`src/lsq_pkg.sv`:
```
// shared types and sizes for the load/store buffer
// tag 0 always means the operand value is present
// funct codes follow RV32I funct3 for loads
package lsq_pkg;

    // buffer depth and entry index width
    localparam int NUM_ENTRIES = 3;
    localparam int IDX_W       = $clog2(NUM_ENTRIES);

    // producer tags
    localparam int TAG_W = 3;

    // older uncommitted stores seen by a load
    localparam int STORE_CNT_W = 3;

    typedef logic [TAG_W-1:0] tag_t;

    typedef enum logic
    {
        op_load  = 1'b0,
        op_store = 1'b1
    } ls_op_e;

    typedef enum logic [2:0]
    {
        lb  = 3'b000,
        lh  = 3'b001,
        lw  = 3'b010,
        lbu = 3'b100,
        lhu = 3'b101
    } load_funct_e;

    // one memory word, seen as byte lanes or halfword lanes
    typedef union packed
    {
        logic [3:0][7:0]  bytes;
        logic [1:0][15:0] halves;
    } mem_word_u;

endpackage

```
`src/lsb_dispatch_if.sv`:
```
// one load or store micro-op from dispatch into the buffer
// valid/ready handshake, accepted at an edge with both high
// offset arrives already sign-extended to 32 bits
`timescale 1ns/1ps

interface lsb_dispatch_if;
    logic                  valid;
    logic                  ready;
    lsq_pkg::ls_op_e       op;
    lsq_pkg::load_funct_e  funct;
    logic [31:0]           base_val;
    lsq_pkg::tag_t         base_tag;
    logic [31:0]           data_val;
    lsq_pkg::tag_t         data_tag;
    logic [31:0]           offset;
    lsq_pkg::tag_t         dest;

    modport src (
        output valid, op, funct, base_val, base_tag, data_val, data_tag, offset, dest,
        input  ready
    );

    modport sink (
        input  valid, op, funct, base_val, base_tag, data_val, data_tag, offset, dest,
        output ready
    );
endinterface

```
`src/load_read_if.sv`:
```
// read requests from the buffer to the memory sequencer
// start is a one-cycle pulse, only given while busy is low
// done is a one-cycle pulse with rdata valid
`timescale 1ns/1ps

interface load_read_if;
    logic        start;
    logic [31:0] addr;
    logic        busy;
    logic        done;
    logic [31:0] rdata;

    // buffer side
    modport buffer (output start, output addr, input busy, input done, input rdata);

    modport port (input start, input addr, output busy, output done, output rdata);
endinterface

```
`src/load_aligner.sv`:
```
// picks the addressed lane out of a read word and extends it
// accesses are assumed naturally aligned, so lh/lhu only use byte_off[1]
`timescale 1ns/1ps

module load_aligner (
    input  lsq_pkg::load_funct_e funct,
    input  logic [1:0]           byte_off,
    input  lsq_pkg::mem_word_u   word,
    output logic [31:0]          val
);
    logic [7:0]  lane_b;
    logic [15:0] lane_h;

    assign lane_b = word.bytes[byte_off];
    assign lane_h = word.halves[byte_off[1]];

    always_comb
    begin
        case (funct)
            lsq_pkg::lb:
            begin
                val = {{24{lane_b[7]}}, lane_b};
            end
            lsq_pkg::lbu:
            begin
                val = {24'b0, lane_b};
            end
            lsq_pkg::lh:
            begin
                val = {{16{lane_h[15]}}, lane_h};
            end
            lsq_pkg::lhu:
            begin
                val = {16'b0, lane_h};
            end
            default:
            begin
                // lw and anything undecoded
                val = word;
            end
        endcase
    end

endmodule

```
`src/dmem_read_port.sv`:
```
// four-phase req/ack read sequencer for data memory
// one read at a time; mem_addr is word-aligned and held while mem_req is high
// a flush mid-read lets the handshake finish but suppresses done
`timescale 1ns/1ps

module dmem_read_port (
    input  logic        clk,
    input  logic        rst,
    input  logic        flush,
    load_read_if.port   rd,
    output logic        mem_req,
    output logic [31:0] mem_addr,
    input  logic        mem_ack,
    input  logic [31:0] mem_rdata
);
    enum logic [1:0] {idle, req, wait_release} state;
    logic discard;

    assign mem_req = (state == req);
    assign rd.busy = (state != idle);

    always_ff @(posedge clk)
    begin
        if (rst)
        begin
            state   <= idle;
            discard <= 1'b0;
            rd.done <= 1'b0;
        end
        else
        begin
            rd.done <= 1'b0;
            case (state)
                idle:
                begin
                    if (rd.start)
                    begin
                        state   <= req;
                        discard <= flush;
                    end
                end
                req:
                begin
                    if (flush)
                    begin
                        discard <= 1'b1;
                    end
                    if (mem_ack)
                    begin
                        state   <= wait_release;
                        rd.done <= !(discard || flush);
                    end
                end
                default:
                begin
                    // wait for the memory to drop ack
                    if (!mem_ack)
                    begin
                        state   <= idle;
                        discard <= 1'b0;
                    end
                end
            endcase
        end
    end

    always_ff @(posedge clk)
    begin
        if (state == idle && rd.start)
        begin
            mem_addr <= {rd.addr[31:2], 2'b00};
        end
        if (state == req && mem_ack)
        begin
            rd.rdata <= mem_rdata;
        end
    end

    a_req_after_release: assert property (@(posedge clk) disable iff (rst)
        $rose(mem_req) |-> $past(!mem_ack));

endmodule

```
`src/lsb_rs.sv`:
```
// three-entry load/store reservation buffer
// a load waits until every older store has been committed, no forwarding
// one load in memory at a time; a load result wins the bus over a store
// misaligned accesses are not supported
`timescale 1ns/1ps

module lsb_rs (
    input  logic          clk,
    input  logic          rst,
    input  logic          flush,
    lsb_dispatch_if.sink  disp,
    load_read_if.buffer   rd,
    input  logic          cdb_valid,
    input  lsq_pkg::tag_t cdb_tag,
    input  logic [31:0]   cdb_val,
    input  logic          commit_store,
    output logic          res_valid,
    output logic          res_is_store,
    output lsq_pkg::tag_t res_tag,
    output logic [31:0]   res_val,
    output logic [31:0]   res_addr
);
    logic [lsq_pkg::NUM_ENTRIES-1:0] busy;
    logic [lsq_pkg::NUM_ENTRIES-1:0] issued;
    logic [lsq_pkg::IDX_W-1:0]       age      [lsq_pkg::NUM_ENTRIES];
    logic [31:0]                     base_val [lsq_pkg::NUM_ENTRIES];
    lsq_pkg::tag_t                   base_tag [lsq_pkg::NUM_ENTRIES];
    logic [31:0]                     data_val [lsq_pkg::NUM_ENTRIES];
    lsq_pkg::tag_t                   data_tag [lsq_pkg::NUM_ENTRIES];
    logic [31:0]                     offset   [lsq_pkg::NUM_ENTRIES];
    lsq_pkg::ls_op_e                 op       [lsq_pkg::NUM_ENTRIES];
    lsq_pkg::load_funct_e            funct    [lsq_pkg::NUM_ENTRIES];
    lsq_pkg::tag_t                   dest     [lsq_pkg::NUM_ENTRIES];
    logic [lsq_pkg::STORE_CNT_W-1:0] older    [lsq_pkg::NUM_ENTRIES];
    logic [lsq_pkg::STORE_CNT_W-1:0] store_count;

    logic [lsq_pkg::NUM_ENTRIES-1:0] load_ok;
    logic [lsq_pkg::NUM_ENTRIES-1:0] store_ok;
    logic [lsq_pkg::IDX_W-1:0]       alloc_idx;
    logic [lsq_pkg::IDX_W-1:0]       ld_sel;
    logic [lsq_pkg::IDX_W-1:0]       st_sel;
    logic [lsq_pkg::IDX_W-1:0]       load_idx;
    logic [lsq_pkg::IDX_W-1:0]       free_idx;
    logic                            accept;
    logic                            new_store;
    logic                            issue;
    logic                            free_valid;
    logic [31:0]                     load_word;

    // age counts the younger busy entries, so the largest age is oldest
    function automatic logic [lsq_pkg::IDX_W-1:0] pick_oldest(
        input logic [lsq_pkg::NUM_ENTRIES-1:0] mask
    );
        logic [lsq_pkg::IDX_W-1:0] sel;
        logic                      found;
        sel   = '0;
        found = 1'b0;
        for (int i = 0; i < lsq_pkg::NUM_ENTRIES; i++)
        begin
            if (mask[i] && (!found || age[i] > age[sel]))
            begin
                sel   = i[lsq_pkg::IDX_W-1:0];
                found = 1'b1;
            end
        end
        return sel;
    endfunction

    function automatic logic cdb_hit(input lsq_pkg::tag_t tag);
        return cdb_valid && tag != '0 && tag == cdb_tag;
    endfunction

    always_comb
    begin
        alloc_idx = '0;
        for (int i = lsq_pkg::NUM_ENTRIES - 1; i >= 0; i--)
        begin
            if (!busy[i])
            begin
                alloc_idx = i[lsq_pkg::IDX_W-1:0];
            end
        end
        for (int i = 0; i < lsq_pkg::NUM_ENTRIES; i++)
        begin
            load_ok[i]  = busy[i] && op[i] == lsq_pkg::op_load && !issued[i]
                          && base_tag[i] == '0 && older[i] == '0;
            store_ok[i] = busy[i] && op[i] == lsq_pkg::op_store
                          && base_tag[i] == '0 && data_tag[i] == '0;
        end
        ld_sel = pick_oldest(load_ok);
        st_sel = pick_oldest(store_ok);
    end

    assign disp.ready = ~&busy;
    assign accept     = disp.valid && disp.ready;
    assign new_store  = accept && disp.op == lsq_pkg::op_store;
    assign issue      = |load_ok && !rd.busy && !rd.start;
    assign free_valid = rd.done || |store_ok;
    assign free_idx   = rd.done ? load_idx : st_sel;

    always_ff @(posedge clk)
    begin
        if (rst || flush)
        begin
            busy   <= '0;
            issued <= '0;
            for (int i = 0; i < lsq_pkg::NUM_ENTRIES; i++)
            begin
                age[i] <= '0;
            end
        end
        else
        begin
            for (int i = 0; i < lsq_pkg::NUM_ENTRIES; i++)
            begin
                if (accept && alloc_idx == i)
                begin
                    busy[i]     <= 1'b1;
                    issued[i]   <= 1'b0;
                    age[i]      <= '0;
                    op[i]       <= disp.op;
                    funct[i]    <= disp.funct;
                    offset[i]   <= disp.offset;
                    dest[i]     <= disp.dest;
                    older[i]    <= store_count - commit_store;
                    base_tag[i] <= cdb_hit(disp.base_tag) ? '0 : disp.base_tag;
                    base_val[i] <= cdb_hit(disp.base_tag) ? cdb_val : disp.base_val;
                    data_tag[i] <= cdb_hit(disp.data_tag) ? '0 : disp.data_tag;
                    data_val[i] <= cdb_hit(disp.data_tag) ? cdb_val : disp.data_val;
                end
                else if (busy[i])
                begin
                    if (free_valid && free_idx == i)
                    begin
                        busy[i] <= 1'b0;
                    end
                    if (issue && ld_sel == i)
                    begin
                        issued[i] <= 1'b1;
                    end
                    age[i] <= age[i] + accept - (free_valid && age[free_idx] < age[i]);
                    if (cdb_hit(base_tag[i]))
                    begin
                        base_tag[i] <= '0;
                        base_val[i] <= cdb_val;
                    end
                    if (cdb_hit(data_tag[i]))
                    begin
                        data_tag[i] <= '0;
                        data_val[i] <= cdb_val;
                    end
                    if (commit_store && older[i] != '0)
                    begin
                        older[i] <= older[i] - 1'b1;
                    end
                end
            end
        end
    end

    always_ff @(posedge clk)
    begin
        if (rst || flush)
        begin
            store_count <= '0;
        end
        else if (new_store && !commit_store)
        begin
            store_count <= store_count + 1'b1;
        end
        else if (commit_store && !new_store)
        begin
            store_count <= store_count - 1'b1;
        end
    end

    // start goes out one edge after the load becomes eligible
    always_ff @(posedge clk)
    begin
        if (rst || flush)
        begin
            rd.start <= 1'b0;
        end
        else
        begin
            rd.start <= issue;
        end
        if (issue)
        begin
            rd.addr  <= base_val[ld_sel] + offset[ld_sel];
            load_idx <= ld_sel;
        end
    end

    load_aligner u_align (
        .funct    (funct[load_idx]),
        .byte_off (rd.addr[1:0]),
        .word     (rd.rdata),
        .val      (load_word)
    );

    always_ff @(posedge clk)
    begin
        if (rst || flush)
        begin
            res_valid <= 1'b0;
        end
        else
        begin
            res_valid <= free_valid;
        end
        if (rd.done)
        begin
            res_is_store <= 1'b0;
            res_tag      <= dest[load_idx];
            res_val      <= load_word;
            res_addr     <= rd.addr;
        end
        else
        begin
            res_is_store <= 1'b1;
            res_tag      <= dest[st_sel];
            res_val      <= data_val[st_sel];
            res_addr     <= base_val[st_sel] + offset[st_sel];
        end
    end

    a_start_when_idle: assert property (@(posedge clk) disable iff (rst)
        rd.start |-> !rd.busy);

    a_store_count_floor: assert property (@(posedge clk) disable iff (rst || flush)
        commit_store |-> store_count != '0);

endmodule

```
`src/lsq_top.sv`:
```
// load/store part of the core, plain ports on the outside
// the environment commits stores itself and pulses commit_store for each one
// memory side is a four-phase req/ack read port
`timescale 1ns/1ps

module lsq_top (
    input  logic                 clk,
    input  logic                 rst,
    input  logic                 flush,
    input  logic                 disp_valid,
    input  lsq_pkg::ls_op_e      disp_op,
    input  lsq_pkg::load_funct_e disp_funct,
    input  logic [31:0]          disp_base_val,
    input  lsq_pkg::tag_t        disp_base_tag,
    input  logic [31:0]          disp_data_val,
    input  lsq_pkg::tag_t        disp_data_tag,
    input  logic [31:0]          disp_offset,
    input  lsq_pkg::tag_t        disp_dest,
    output logic                 disp_ready,
    input  logic                 cdb_valid,
    input  lsq_pkg::tag_t        cdb_tag,
    input  logic [31:0]          cdb_val,
    input  logic                 commit_store,
    output logic                 mem_req,
    output logic [31:0]          mem_addr,
    input  logic                 mem_ack,
    input  logic [31:0]          mem_rdata,
    output logic                 res_valid,
    output logic                 res_is_store,
    output lsq_pkg::tag_t        res_tag,
    output logic [31:0]          res_val,
    output logic [31:0]          res_addr
);
    lsb_dispatch_if disp_bus ();
    load_read_if    read_bus ();

    assign disp_bus.valid    = disp_valid;
    assign disp_bus.op       = disp_op;
    assign disp_bus.funct    = disp_funct;
    assign disp_bus.base_val = disp_base_val;
    assign disp_bus.base_tag = disp_base_tag;
    assign disp_bus.data_val = disp_data_val;
    assign disp_bus.data_tag = disp_data_tag;
    assign disp_bus.offset   = disp_offset;
    assign disp_bus.dest     = disp_dest;
    assign disp_ready        = disp_bus.ready;

    lsb_rs u_rs (
        .clk          (clk),
        .rst          (rst),
        .flush        (flush),
        .disp         (disp_bus.sink),
        .rd           (read_bus.buffer),
        .cdb_valid    (cdb_valid),
        .cdb_tag      (cdb_tag),
        .cdb_val      (cdb_val),
        .commit_store (commit_store),
        .res_valid    (res_valid),
        .res_is_store (res_is_store),
        .res_tag      (res_tag),
        .res_val      (res_val),
        .res_addr     (res_addr)
    );

    dmem_read_port u_rdport (
        .clk       (clk),
        .rst       (rst),
        .flush     (flush),
        .rd        (read_bus.port),
        .mem_req   (mem_req),
        .mem_addr  (mem_addr),
        .mem_ack   (mem_ack),
        .mem_rdata (mem_rdata)
    );

endmodule

```
`config.mk`:
```
export PLATFORM = sky130hd
export DESIGN_NAME = lsq_top
export DESIGN_NICKNAME = d
export VERILOG_FILES = /design/src/lsq_pkg.sv /design/src/lsb_dispatch_if.sv /design/src/load_read_if.sv /design/src/load_aligner.sv /design/src/dmem_read_port.sv /design/src/lsb_rs.sv /design/src/lsq_top.sv
export SDC_FILE = /design/constraint.sdc
export NUM_CORES = 1
export LEC_CHECK = 0
export ABC_AREA = 1
export BUFFER_PORTS_ARGS = -buffer_cell sky130_fd_sc_hd__buf_4
export CAP_MARGIN = 10
export CORE_MARGIN = 2
export CORE_UTILIZATION = 38
export DETAILED_ROUTE_END_ITERATION = 16
export HOLD_SLACK_MARGIN = 0.08
export SKIP_CTS_REPAIR_TIMING = 1
export SYNTH_ARGS = -nofsm -noshare
export SYNTH_HDL_FRONTEND = slang
export SYNTH_SLANG_ARGS = --single-unit
```
`constraint.sdc`:
```
create_clock -name clk -period 4.5 [get_ports clk]
set_input_delay 0.45 -clock clk [delete_from_list [all_inputs] [get_ports clk]]
set_output_delay 0.45 -clock clk [all_outputs]
set_load 0.1 [all_outputs]
```
### Word-level counts from Yosys, hierarchy flattened

Memories as Yosys holds them, arrays and structs flattened. A register that Yosys moved wholly into a read port is not among the register bits.
Index checks and enable logic that the tools add are counted.

| storage, ports and cells | value |
|---|---|
| register bits | 179 |
| RAM bits | 342 |
| word-level logic and storage cells | 388 |
| memories kept | 10 |

Memories:

| name | words | bits a word | rd ports | clocked after Yosys merged registers in | write ports | line | text |
|---|---|---|---|---|---|---|---|
| u_rs.base_val | 3 | 32 | 2 | 0 | 3 | lsb_rs.sv:26 | `logic [31:0] base_val [lsq_pkg::NUM_ENTRIES];` |
| u_rs.data_val | 3 | 32 | 1 | 0 | 3 | lsb_rs.sv:28 | `logic [31:0] data_val [lsq_pkg::NUM_ENTRIES];` |
| u_rs.offset | 3 | 32 | 2 | 0 | 1 | lsb_rs.sv:30 | `logic [31:0] offset [lsq_pkg::NUM_ENTRIES];` |
| u_rs.base_tag | 3 | 3 | 3 | 0 | 3 | lsb_rs.sv:27 | `lsq_pkg::tag_t base_tag [lsq_pkg::NUM_ENTRIES];` |
| u_rs.data_tag | 3 | 3 | 3 | 0 | 3 | lsb_rs.sv:29 | `lsq_pkg::tag_t data_tag [lsq_pkg::NUM_ENTRIES];` |
| u_rs.dest | 3 | 3 | 2 | 1 | 1 | lsb_rs.sv:33 | `lsq_pkg::tag_t dest [lsq_pkg::NUM_ENTRIES];` |
| +4 memories | n/a | n/a | n/a | n/a | n/a | n/a |  |

| operators by class | value |
|---|---|
| add/subtract/negate cells | 14 |
| magnitude comparators | 8 |
| equality and inequality tests | 22 |
| mux-type cells | 159 |
| bitwise logic cells | 26 |
| reductions and logical operators | 131 |

Operators by type and width:

| cell | number |
|---|---|
| $mux W32 | 12 |
| $pmux W32 S4 | 1 |
| $mux W1 | 97 |
| $add A32 B32 Y32 | 2 |
| $logic_and A1 B1 Y1 | 64 |
| $reduce_or A32 Y1 | 2 |
| $mux W3 | 18 |
| $mux W2 | 25 |
| $reduce_bool A3 Y1 | 11 |
| $mux W16 | 2 |
| $logic_not A3 Y1 | 10 |
| $eq A3 B3 Y1 | 8 |
| $or A1 B1 Y1 | 21 |
| $reduce_or A3 Y1 | 7 |
| $bmux W8 S2 | 1 |
| $logic_not A1 Y1 | 13 |
| $sub A3 B1 Y3 const B | 4 |
| $reduce_and A3 Y1 | 3 |
| $eq A2 B1 Y1 const B | 4 |
| $logic_not A2 Y1 | 4 |
| $mux W8 | 1 |
| $logic_or A1 B1 Y1 | 7 |
| $add A2 B1 Y2 | 3 |
| $eq A2 B2 Y1 const B | 3 |
| 19 further kinds | 37 |

### Depth between registers and ports, before layout

Gate-level depths: netlist of run 1.
An unclocked memory read counts as a cell.

| logic depth | value |
|---|---|
| depth after elaboration | 20 |
| depth in mapped cells | 35 |
| gate-level depth less buffers | 31 |

### Hierarchy

A second synthesis of run 1 with hierarchy kept.

| second synthesis, totals | value |
|---|---|
| cell total of the unflattened synthesis | 3180 |
| area, all modules | 28018.1 µm² |

By module, submodules not included:

| module | instances | cells each | area an instance (µm²) | sequential area each (µm²) |
|---|---|---|---|---|
| lsb_rs | 1 | 2915 | 25070.3 | 12852.3 |
| dmem_read_port | 1 | 96 | 2075.7 | 1941.9 |
| load_aligner | 1 | 169 | 872.1 | 0.0 |

### Worst setup path after synthesis of run 1

OpenSTA, ideal clock, no wires.

| timing | value |
|---|---|
| kind | register to register |
| from | memory u_rs.age[0][1] (netlist name) |
| to | register u_rs.res_addr[12] |
| library setup time | 0.114 ns |
| arrival | 4.556 ns |
| data required time | 4.386 ns |
| slack | -0.170 ns |
| stages on the path, launching flop included | 32 |
| path buffers | 5 |
| clock period less this slack | 4.670 ns |
| path through | edfxtp_1 -> inv_1 -> ha_1 -> inv_1 -> nor2_1 -> o21ai_2 -> a21oi_4 -> buf_2 -> buf_2 -> o21ai_0 -> ha_1 -> inv_1 -> nor2_1 -> o21ai_0 -> nand2_1 -> nand2_2 -> buf_4 -> buf_4 -> buf_4 -> nor2_1 -> a31oi_1 -> ha_1 -> fa_1 -> nand2_1 -> o21ai_1 -> a21oi_1 -> o21ai_1 -> nand2_1 -> nand2_1 -> or2_2 -> nand3_1 -> nand2_1 |

RTL lines:

| what | line | text |
|---|---|---|
| start, declared | lsb_rs.sv:25 | `logic [lsq_pkg::IDX_W-1:0] age [lsq_pkg::NUM_ENTRIES];` |
| end signal, assigned | lsb_rs.sv:217 | `res_addr <= rd.addr;` |
| end signal, assigned | lsb_rs.sv:224 | `res_addr <= base_val[st_sel] + offset[st_sel];` |
| end, declared | lsb_rs.sv:21 | `output logic [31:0] res_addr` |

==> results of run 1 <==
==> state kept, by name (all words and copies together), names as in the netlist, 6 cells and up, named ones only <==
register	flops
u_rs.older	9
u_rs.offset	96
u_rs.base_val	96
u_rs.age	6
u_rs.data_tag	9
u_rdport.rd.rdata	32
u_rs.res_val	32
u_rs.dest	9
u_rs.funct	9
u_rs.res_addr	32
u_rs.base_tag	9
u_rdport.mem_addr	30
u_rs.rd.addr	32
u_rs.data_val	96
==> worst min-delay path: stages <==
cell and delay [ns]:
buf_4 0.13, nand3b_1 0.08, a21oi_1 0.06
==> stage by stage <==
stage,utilization,setup TNS (ns),setup WS [ns]
after detailed placement,0.450,-1.09,-0.114
after floorplan,-,0,0.00335
after global routing,0.505,-4.96,-0.273
after global placement,0.450,-0.182,-0.0419
final,0.505,0,0.00654
after CTS,0.478,-1.66,-0.149
==> cells in the mapped netlist (24+ instances only) <==
cell | n | area, sq um
nand2_1 | 684 | 2570
nor3_1 | 24 | 120
xor2_1 | 33 | 289
clkbuf_1 | 75 | 282
mux2i_1 | 40 | 400
a21oi_1 | 131 | 656
inv_1 | 326 | 1220
edfxtp_1 | 432 | 13000
o21ai_1 | 73 | 365
nand3_1 | 100 | 500
dfxtp_1 | 91 | 1820
a221oi_1 | 60 | 526
o21ai_0 | 319 | 1600
o211ai_1 | 81 | 608
or2_2 | 32 | 200
buf_4 | 25 | 188
ha_1 | 86 | 1080
nor2_1 | 201 | 754
buf_2 | 47 | 235
==> where the power goes <==
group | switching, mW | internal (mW) | total [mW]
Sequential | 0.0954 | 5.55 | 5.64
Combinational | 1.95 | 0.767 | 2.72
Clock | 2.10 | 2.94 | 5.04
Total | 4.15 | 9.25 | 13.4
==> logic make-up (layout without fill, tap and decap cells) <==
logic type	after synthesis	after routing	synth area share
and+or+nand+nor	1087	1087	0.160
adders and majority gates	89	89	0.0406
muxes	40	40	0.0143
DFF	523	523	0.529
buffers and inverters	515	1134	0.0779
xor gates and xnor gates	50	50	0.0157
other	1	7	0.000134
AOI/OAI and AO/OA	767	767	0.162
==> cell usage in the layout, fill, tap and decap left out, types with 10 or more instances in the layout <==
cell type      netlist  layout
nand2_1            684     657
buf_4               25     582
edfxtp_1           432     432
inv_1              326     315
o21ai_0            319     275
nor2_1             201     170
o21ai_1             73     105
nand3_1            100      93
dfxtp_1             91      90
a21oi_1            131      87
o211ai_1            81      81
ha_1                86      77
dlygate4sd3_1        0      72
clkbuf_16            0      69
a21oi_2              0      40
mux2i_1             40      40
or2_2               32      32
xor2_1              33      32
a221oi_2             1      31
nor2_2               2      30
a221oi_1            60      27
nand2_2              4      24
inv_2               15      23
o22ai_1             23      23
nand4_1             19      19
xnor2_1             17      17
nor3_1              24      15
a21o_1              14      14
buf_12               0      14
o21ai_2              3      13
a31oi_1             15      12
clkinv_2             0      10
==> metal layers <==
| metal | global-route usage | share of wire | vias to the layer above |
|---|---|---|---|
| li1 | - | - | 11800 |
| met1 | 0.320 | 0.42 | 11700 |
| met2 | 0.394 | 0.47 | 885 |
| met3 | 0.0441 | 0.073 | 160 |
| met4 | 0.0915 | 0.039 | 2 |
| met5 | 0 | 0.00012 | - |
==> final cells by class <==
type | count | area [sq um] | share of cell area
antenna | 5 | 12.5 | 0.000339
multi-input combinational | 2035 | 11900 | 0.324
timing repair buffer | 680 | 5590 | 0.152
tap | 959 | 1200 | 0.0325
sequential | 523 | 14800 | 0.401
inverter | 344 | 1300 | 0.0353
clock buffer | 80 | 1730 | 0.0470
clock inverter | 30 | 307 | 0.00831
==> worst min path at each step <==
stage | from | to | slack [ns]
finish | flush | u_rdport.discard$_SDFFE_PP0P_ | 0.15
global route | flush | u_rdport.discard$_SDFFE_PP0P_ | 0.13
CTS | mem_rdata[10] | u_rdport.rd.rdata[10]$_DFFE_PP_ | -0.05
detailed placement | u_rdport.discard$_SDFFE_PP0P_ | u_rdport.rd.done$_SDFF_PP0_ | 0.41
global placement | u_rdport.discard$_SDFFE_PP0P_ | u_rdport.rd.done$_SDFF_PP0_ | 0.42
floorplan | u_rdport.discard$_SDFFE_PP0P_ | u_rdport.rd.done$_SDFF_PP0_ | 0.40
==> flow_summary_export.csv, run 1 <==
group,metric,value,unit
outcome,status,"complete, no violations",
timing,finClkSkew,0.0280,ns
timing,period_needed,4.49,ns
global_routing,grt_pass1_wl,138000,um
routing,vias_per_cell,5.27,
critical_path,crit_end,"u_rs.rd.addr[22]$_DFFE_PP_",
yosys,syn_area,0.0280,sq mm
critical_path,r2r-start,"u_rs.age[1][1]$_SDFFCE_PN0P_",
routing,vias,24500,
finish,fin_nets,3914,
place,dp_cells,4438,
critical_path,cpMaxStageDelayCell,"edfxtp_1",
clock_network,clk_latency,0.64,ns
critical_path,max_stage_delay,0.39,ns
power_and_ir_drop,peakVddDrop,0.000301,V
clock_network,cts_tree,"done",
die,die_h,275,um
die,start_util,0.383,
timing,slew_viol_final,0,
finish,fillers,6643,
routing,drt_iter0_markers,2213,
global_routing,antenna_found_initial,6,
routing,drc,0,
timing,rsz0062_at_grt,"true",
clock_network,cts_htree_levels,2,
critical_path,worstSetupStartpoint,"u_rs.age[1][1]$_SDFFCE_PN0P_",
yosys,ys_ff_latch,523,
global_routing,grt_pass1_vias,22900,
place,place_area,0.0328,sq mm
critical_path,path_buf_inv,6,
yosys,netlist_instances,3072,
finish,finalInstanceArea,0.0369,sq mm
critical_path,worstPathMaxFanout,11,
critical_path,reg2reg_depth,26,
yosys,async_flop_share,0,
critical_path,reg2reg_to,"u_rs.rd.addr[22]$_DFFE_PP_",
power_and_ir_drop,leakage,15.4,nW
critical_path,start_kind,"flop",
timing,setup_violations,0,
timing,whs,0.146,ns
die,die_area,0.0758,sq mm
routing,first_pass_iters,6,
finish,synthToLayoutAreaGrowth,31.9,%
timing,max_freq,0.223,GHz
clock_network,clockBufferDepth,3,
yosys,synthDistinctLibCells,56,
critical_path,crit_family,"compound AO/OA/AOI/OAI gates",
routing,ant_nets,0,
critical_path,worstPathArrival,4.86,ns
place,place.gp.congestion,0.939,
power_and_ir_drop,p_per_area,363,mW/mm^2
worst_hold_path,hold_path_class,"in2reg",
timing,timing.final.crit_share,0.999,
power_and_ir_drop,finalPower,13.4,mW
critical_path,crit_type,"reg2reg",
critical_path,crit_path_end_kind,"flop",
finish,final_cells,4656,
yosys,seq_area_frac_synth,0.529,
clock_network,cts.sinks,523,
clock_network,cts.clk_slew.worst_paths,0.06,ns
yosys,yosys_warnings,0,
routing,wirelength,95300,um
routing,wl_per_cell,20.5,um
timing,maxSlewHeadroom,0.297,
place,io_buffers,283,
yosys,syn-mean-instance-area,9.10,sq um
yosys,synth-edff-count,432,
critical_path,cp.depth,26,
clock_network,cts_buffers,58,
die,die_w,275,um
timing,worstMarginPinSlew,1.05,ns
global_routing,gr-usage-all-layers,0.242,
clock_network,root_buffer,"clkbuf_16",
global_routing,grt_start_max_net_pins,74,
die,rows,99,
yosys,synth_ff_type,"edfxtp_1",
worst_hold_path,holdPathStages,3,
finish,drive_gt1_frac,0.262,
critical_path,worstPathRequired,4.87,ns
timing,finalHoldViolCount,0,
critical_path,r2r_slack,0.007,ns
run,max-cap-violations,0,
global_routing,overflow,0,
die,core-area,0.0730,sq mm
place,hpwl,67800,um
die,ioPinCount,286,
Power figures use the tool's default switching activity.
==> inputs of run 2 (changes only) <==
--- a/config.mk
+++ b/config.mk
@@ -8,10 +8,12 @@
 export ABC_AREA = 1
 export BUFFER_PORTS_ARGS = -buffer_cell sky130_fd_sc_hd__buf_4
 export CAP_MARGIN = 10
+export CORE_ASPECT_RATIO = 1.2
 export CORE_MARGIN = 2
 export CORE_UTILIZATION = 38
 export DETAILED_ROUTE_END_ITERATION = 16
 export HOLD_SLACK_MARGIN = 0.08
+export RECOVER_POWER = 100
 export SKIP_CTS_REPAIR_TIMING = 1
 export SYNTH_ARGS = -nofsm -noshare
 export SYNTH_HDL_FRONTEND = slang
==> run 2 against run 1 <==
The flow now finishes with violations (capacitance limit, slew limit). Die area is essentially flat. Sequential power barely moved. Routed wire length up 4.4%. Sequential share of layout area down 0.33 points. Cell count shrank 0.45%. Via count shrank 0.13%. Clock power is 6.3% lower. Power is 2.9% lower.
==> flow_summary_export.csv, run 2 (synthesis results as in run 1) <==
group,metric,value,unit
critical_path,start_kind,"flop",
finish,drive_gt1_frac,0.256,
power_and_ir_drop,leakage,15.1,nW
routing,ant_nets,0,
die,die_h,301,um
die,start_util,0.385,
critical_path,cpMaxStageDelayCell,"edfxtp_1",
power_and_ir_drop,clockPowerShare,0.362,
die,die_area,0.0758,sq mm
finish,synthToLayoutAreaGrowth,33.0,%
global_routing,grt_pass1_vias,22600,
routing,drc,0,
finish,final_cells,4635,
die,rows,108,
power_and_ir_drop,switching_share,0.318,
clock_network,cts_buffers,55,
timing,max_freq,0.222,GHz
routing,vias,24500,
critical_path,worstPathArrival,4.88,ns
place,place.gp.congestion,0.938,
critical_path,crit_type,"reg2reg",
critical_path,crit_family,"simple AND/OR/NAND/NOR gates",
outcome,violations,"capacitance limit, slew limit",
finish,final_cell_mix,"nand2_1 (638), edfxtp_1 (432), buf_4 (381)",
place,hpwl,70100,um
critical_path,path_buf_inv,5,
run,max-cap-violations,3,
critical_path,crit_path_end_kind,"flop",
clock_network,cts_tree,"done",
global_routing,gr-usage-all-layers,0.239,
power_and_ir_drop,comb_power_share,0.203,
critical_path,worstPathRequired,4.89,ns
power_and_ir_drop,p_seq_frac,0.435,
routing,wirelength,99400,um
outcome,status,"finished, violations left",
clock_network,clockBufferDepth,3,
worst_hold_path,hold_path_class,"in2reg",
timing,worstMarginPinSlew,3.25,ns
routing,first_pass_iters,6,
power_and_ir_drop,internal_power,8.87,mW
timing,period_needed,4.50,ns
timing,finalHoldViolCount,0,
clock_network,cts_htree_levels,2,
timing,slew_viol_final,105,
clock_network,root_buffer,"clkbuf_16",
critical_path,worstPathMaxFanout,13,
timing,rsz0062_at_grt,"true",
timing,finClkSkew,0.0312,ns
clock_network,clk_latency,0.63,ns
timing,setup_violations,0,
timing,maxSlewHeadroom,-1.18,
clock_network,cts.sinks,523,
global_routing,overflow,0,
timing,timing.final.crit_share,1.00,
place,io_buffers,283,
global_routing,antenna_found_initial,4,
power_and_ir_drop,switchingPower,4.14,mW
global_routing,grt_start_max_net_pins,65,
power_and_ir_drop,peakVddDrop,0.000299,V
power_and_ir_drop,p_per_area,350,mW/mm^2
place,dp_cells,4388,
global_routing,grt_pass1_wl,136000,um
routing,drt_iter0_markers,1926,
finish,fin_nets,3922,
routing,vias_per_cell,5.28,
clock_network,cts.clk_slew.worst_paths,0.06,ns
finish,final_common_cell,"nand2_1",
finish,biggestRegsByFlops,"u_rs.base_val x96, u_rs.data_val x96, u_rs.offset x96",
die,core-area,0.0726,sq mm
die,ioPinCount,286,
routing,wl_per_cell,21.5,um
finish,finalInstanceArea,0.0372,sq mm
critical_path,max_stage_delay,0.39,ns
die,die_w,252,um
place,place_area,0.0326,sq mm
critical_path,crit_chain,"nor2_1 > nand2_2 > nor4_4 > nand2_2 > buf_4 > o21ai_0 > ha_1 > nand2_1 > o21ai_1 > nand2_1 > nand2_4 > nand2_2 > inv_6 > buf_12 > buf_4 > a221oi_2 > ha_4 > a21o_1 > a21oi_2 > a21boi_1 > nand3_2 > buf_4 > xor2_1",
## run 2: cell count changes in the layout (fill, tap and decap cells not counted), moves of 22 or more
cell      before  now
o21ai_2       13   45
clkbuf_4       0   28
buf_4        582  381
clkbuf_1       9  163
ha_1          77   55
## run 2: path summary, 6_finish.rpt
check / startpoint / to / slack (ns) / cells after the start
min reg2reg: u_rdport.discard$_SDFFE_PP0P_ / u_rdport.rd.done$_SDFF_PP0_ / 0.44 / 1
max reg2reg: u_rs.base_tag[1][2]$_SDFFCE_PP0P_ / u_rs.rd.addr[24]$_DFFE_PP_ / 0.001 / 23
min: flush / u_rdport.discard$_SDFFE_PP0P_ / 0.13 / 3
max: u_rs.base_tag[1][2]$_SDFFCE_PP0P_ / u_rs.rd.addr[24]$_DFFE_PP_ / 0.001 / 23
## run 2: worst min-delay path, delay by kind of cell
| family | cells | cell delay, ns |
|---|---|---|
| AND/OR/NAND/NOR | 1 | 0.08 |
| buffers and inverters | 1 | 0.12 |
| AO/OA/AOI/OAI | 1 | 0.06 |
## run 2: layout make-up
class | count | area, sq um
antenna | 3 | 7.51
clock buffer | 74 | 1540
clock inverter | 30 | 309
fill | 6656 | 35400
inverter | 344 | 1310
multi-input combinational | 2036 | 12700
sequential | 523 | 14800
tap | 935 | 1170
timing repair buffer | 690 | 5330
## run 2: power groups by stage
stage	combinational (mW)	sequential, mW	clock, mW
2_1_floorplan	0.756	6.71	0
3_3_place_gp	2.56	5.75	0
3_5_place_dp	2.58	5.75	0
4_1_cts	2.58	5.65	4.77
5_1_grt	2.78	5.68	4.96
6_report	2.64	5.66	4.72
## run 2: through the flow
stage	utilization	power (mW)	setup TNS, ns	hold WS [ns]	worst slack (ns)
after floorplan	-	7.47	0	0.400	0.00335
after global placement	0.449	8.32	-0.601	0.424	-0.244
after detailed placement	0.449	8.33	-1.83	0.427	-0.309
after CTS	0.474	13.0	-2.68	-0.0368	-0.337
after global routing	0.512	13.4	-3.31	0.135	-0.241
final	0.512	13.0	0	0.134	0.00135
## run 2: layer usage
| metal | part of all wire | GRT usage |
|---|---|---|
| met1 | 0.40 | 0.294 |
| met2 | 0.50 | 0.421 |
| met3 | 0.063 | 0.0341 |
| met4 | 0.038 | 0.0924 |
| met5 | 0.00013 | 0 |
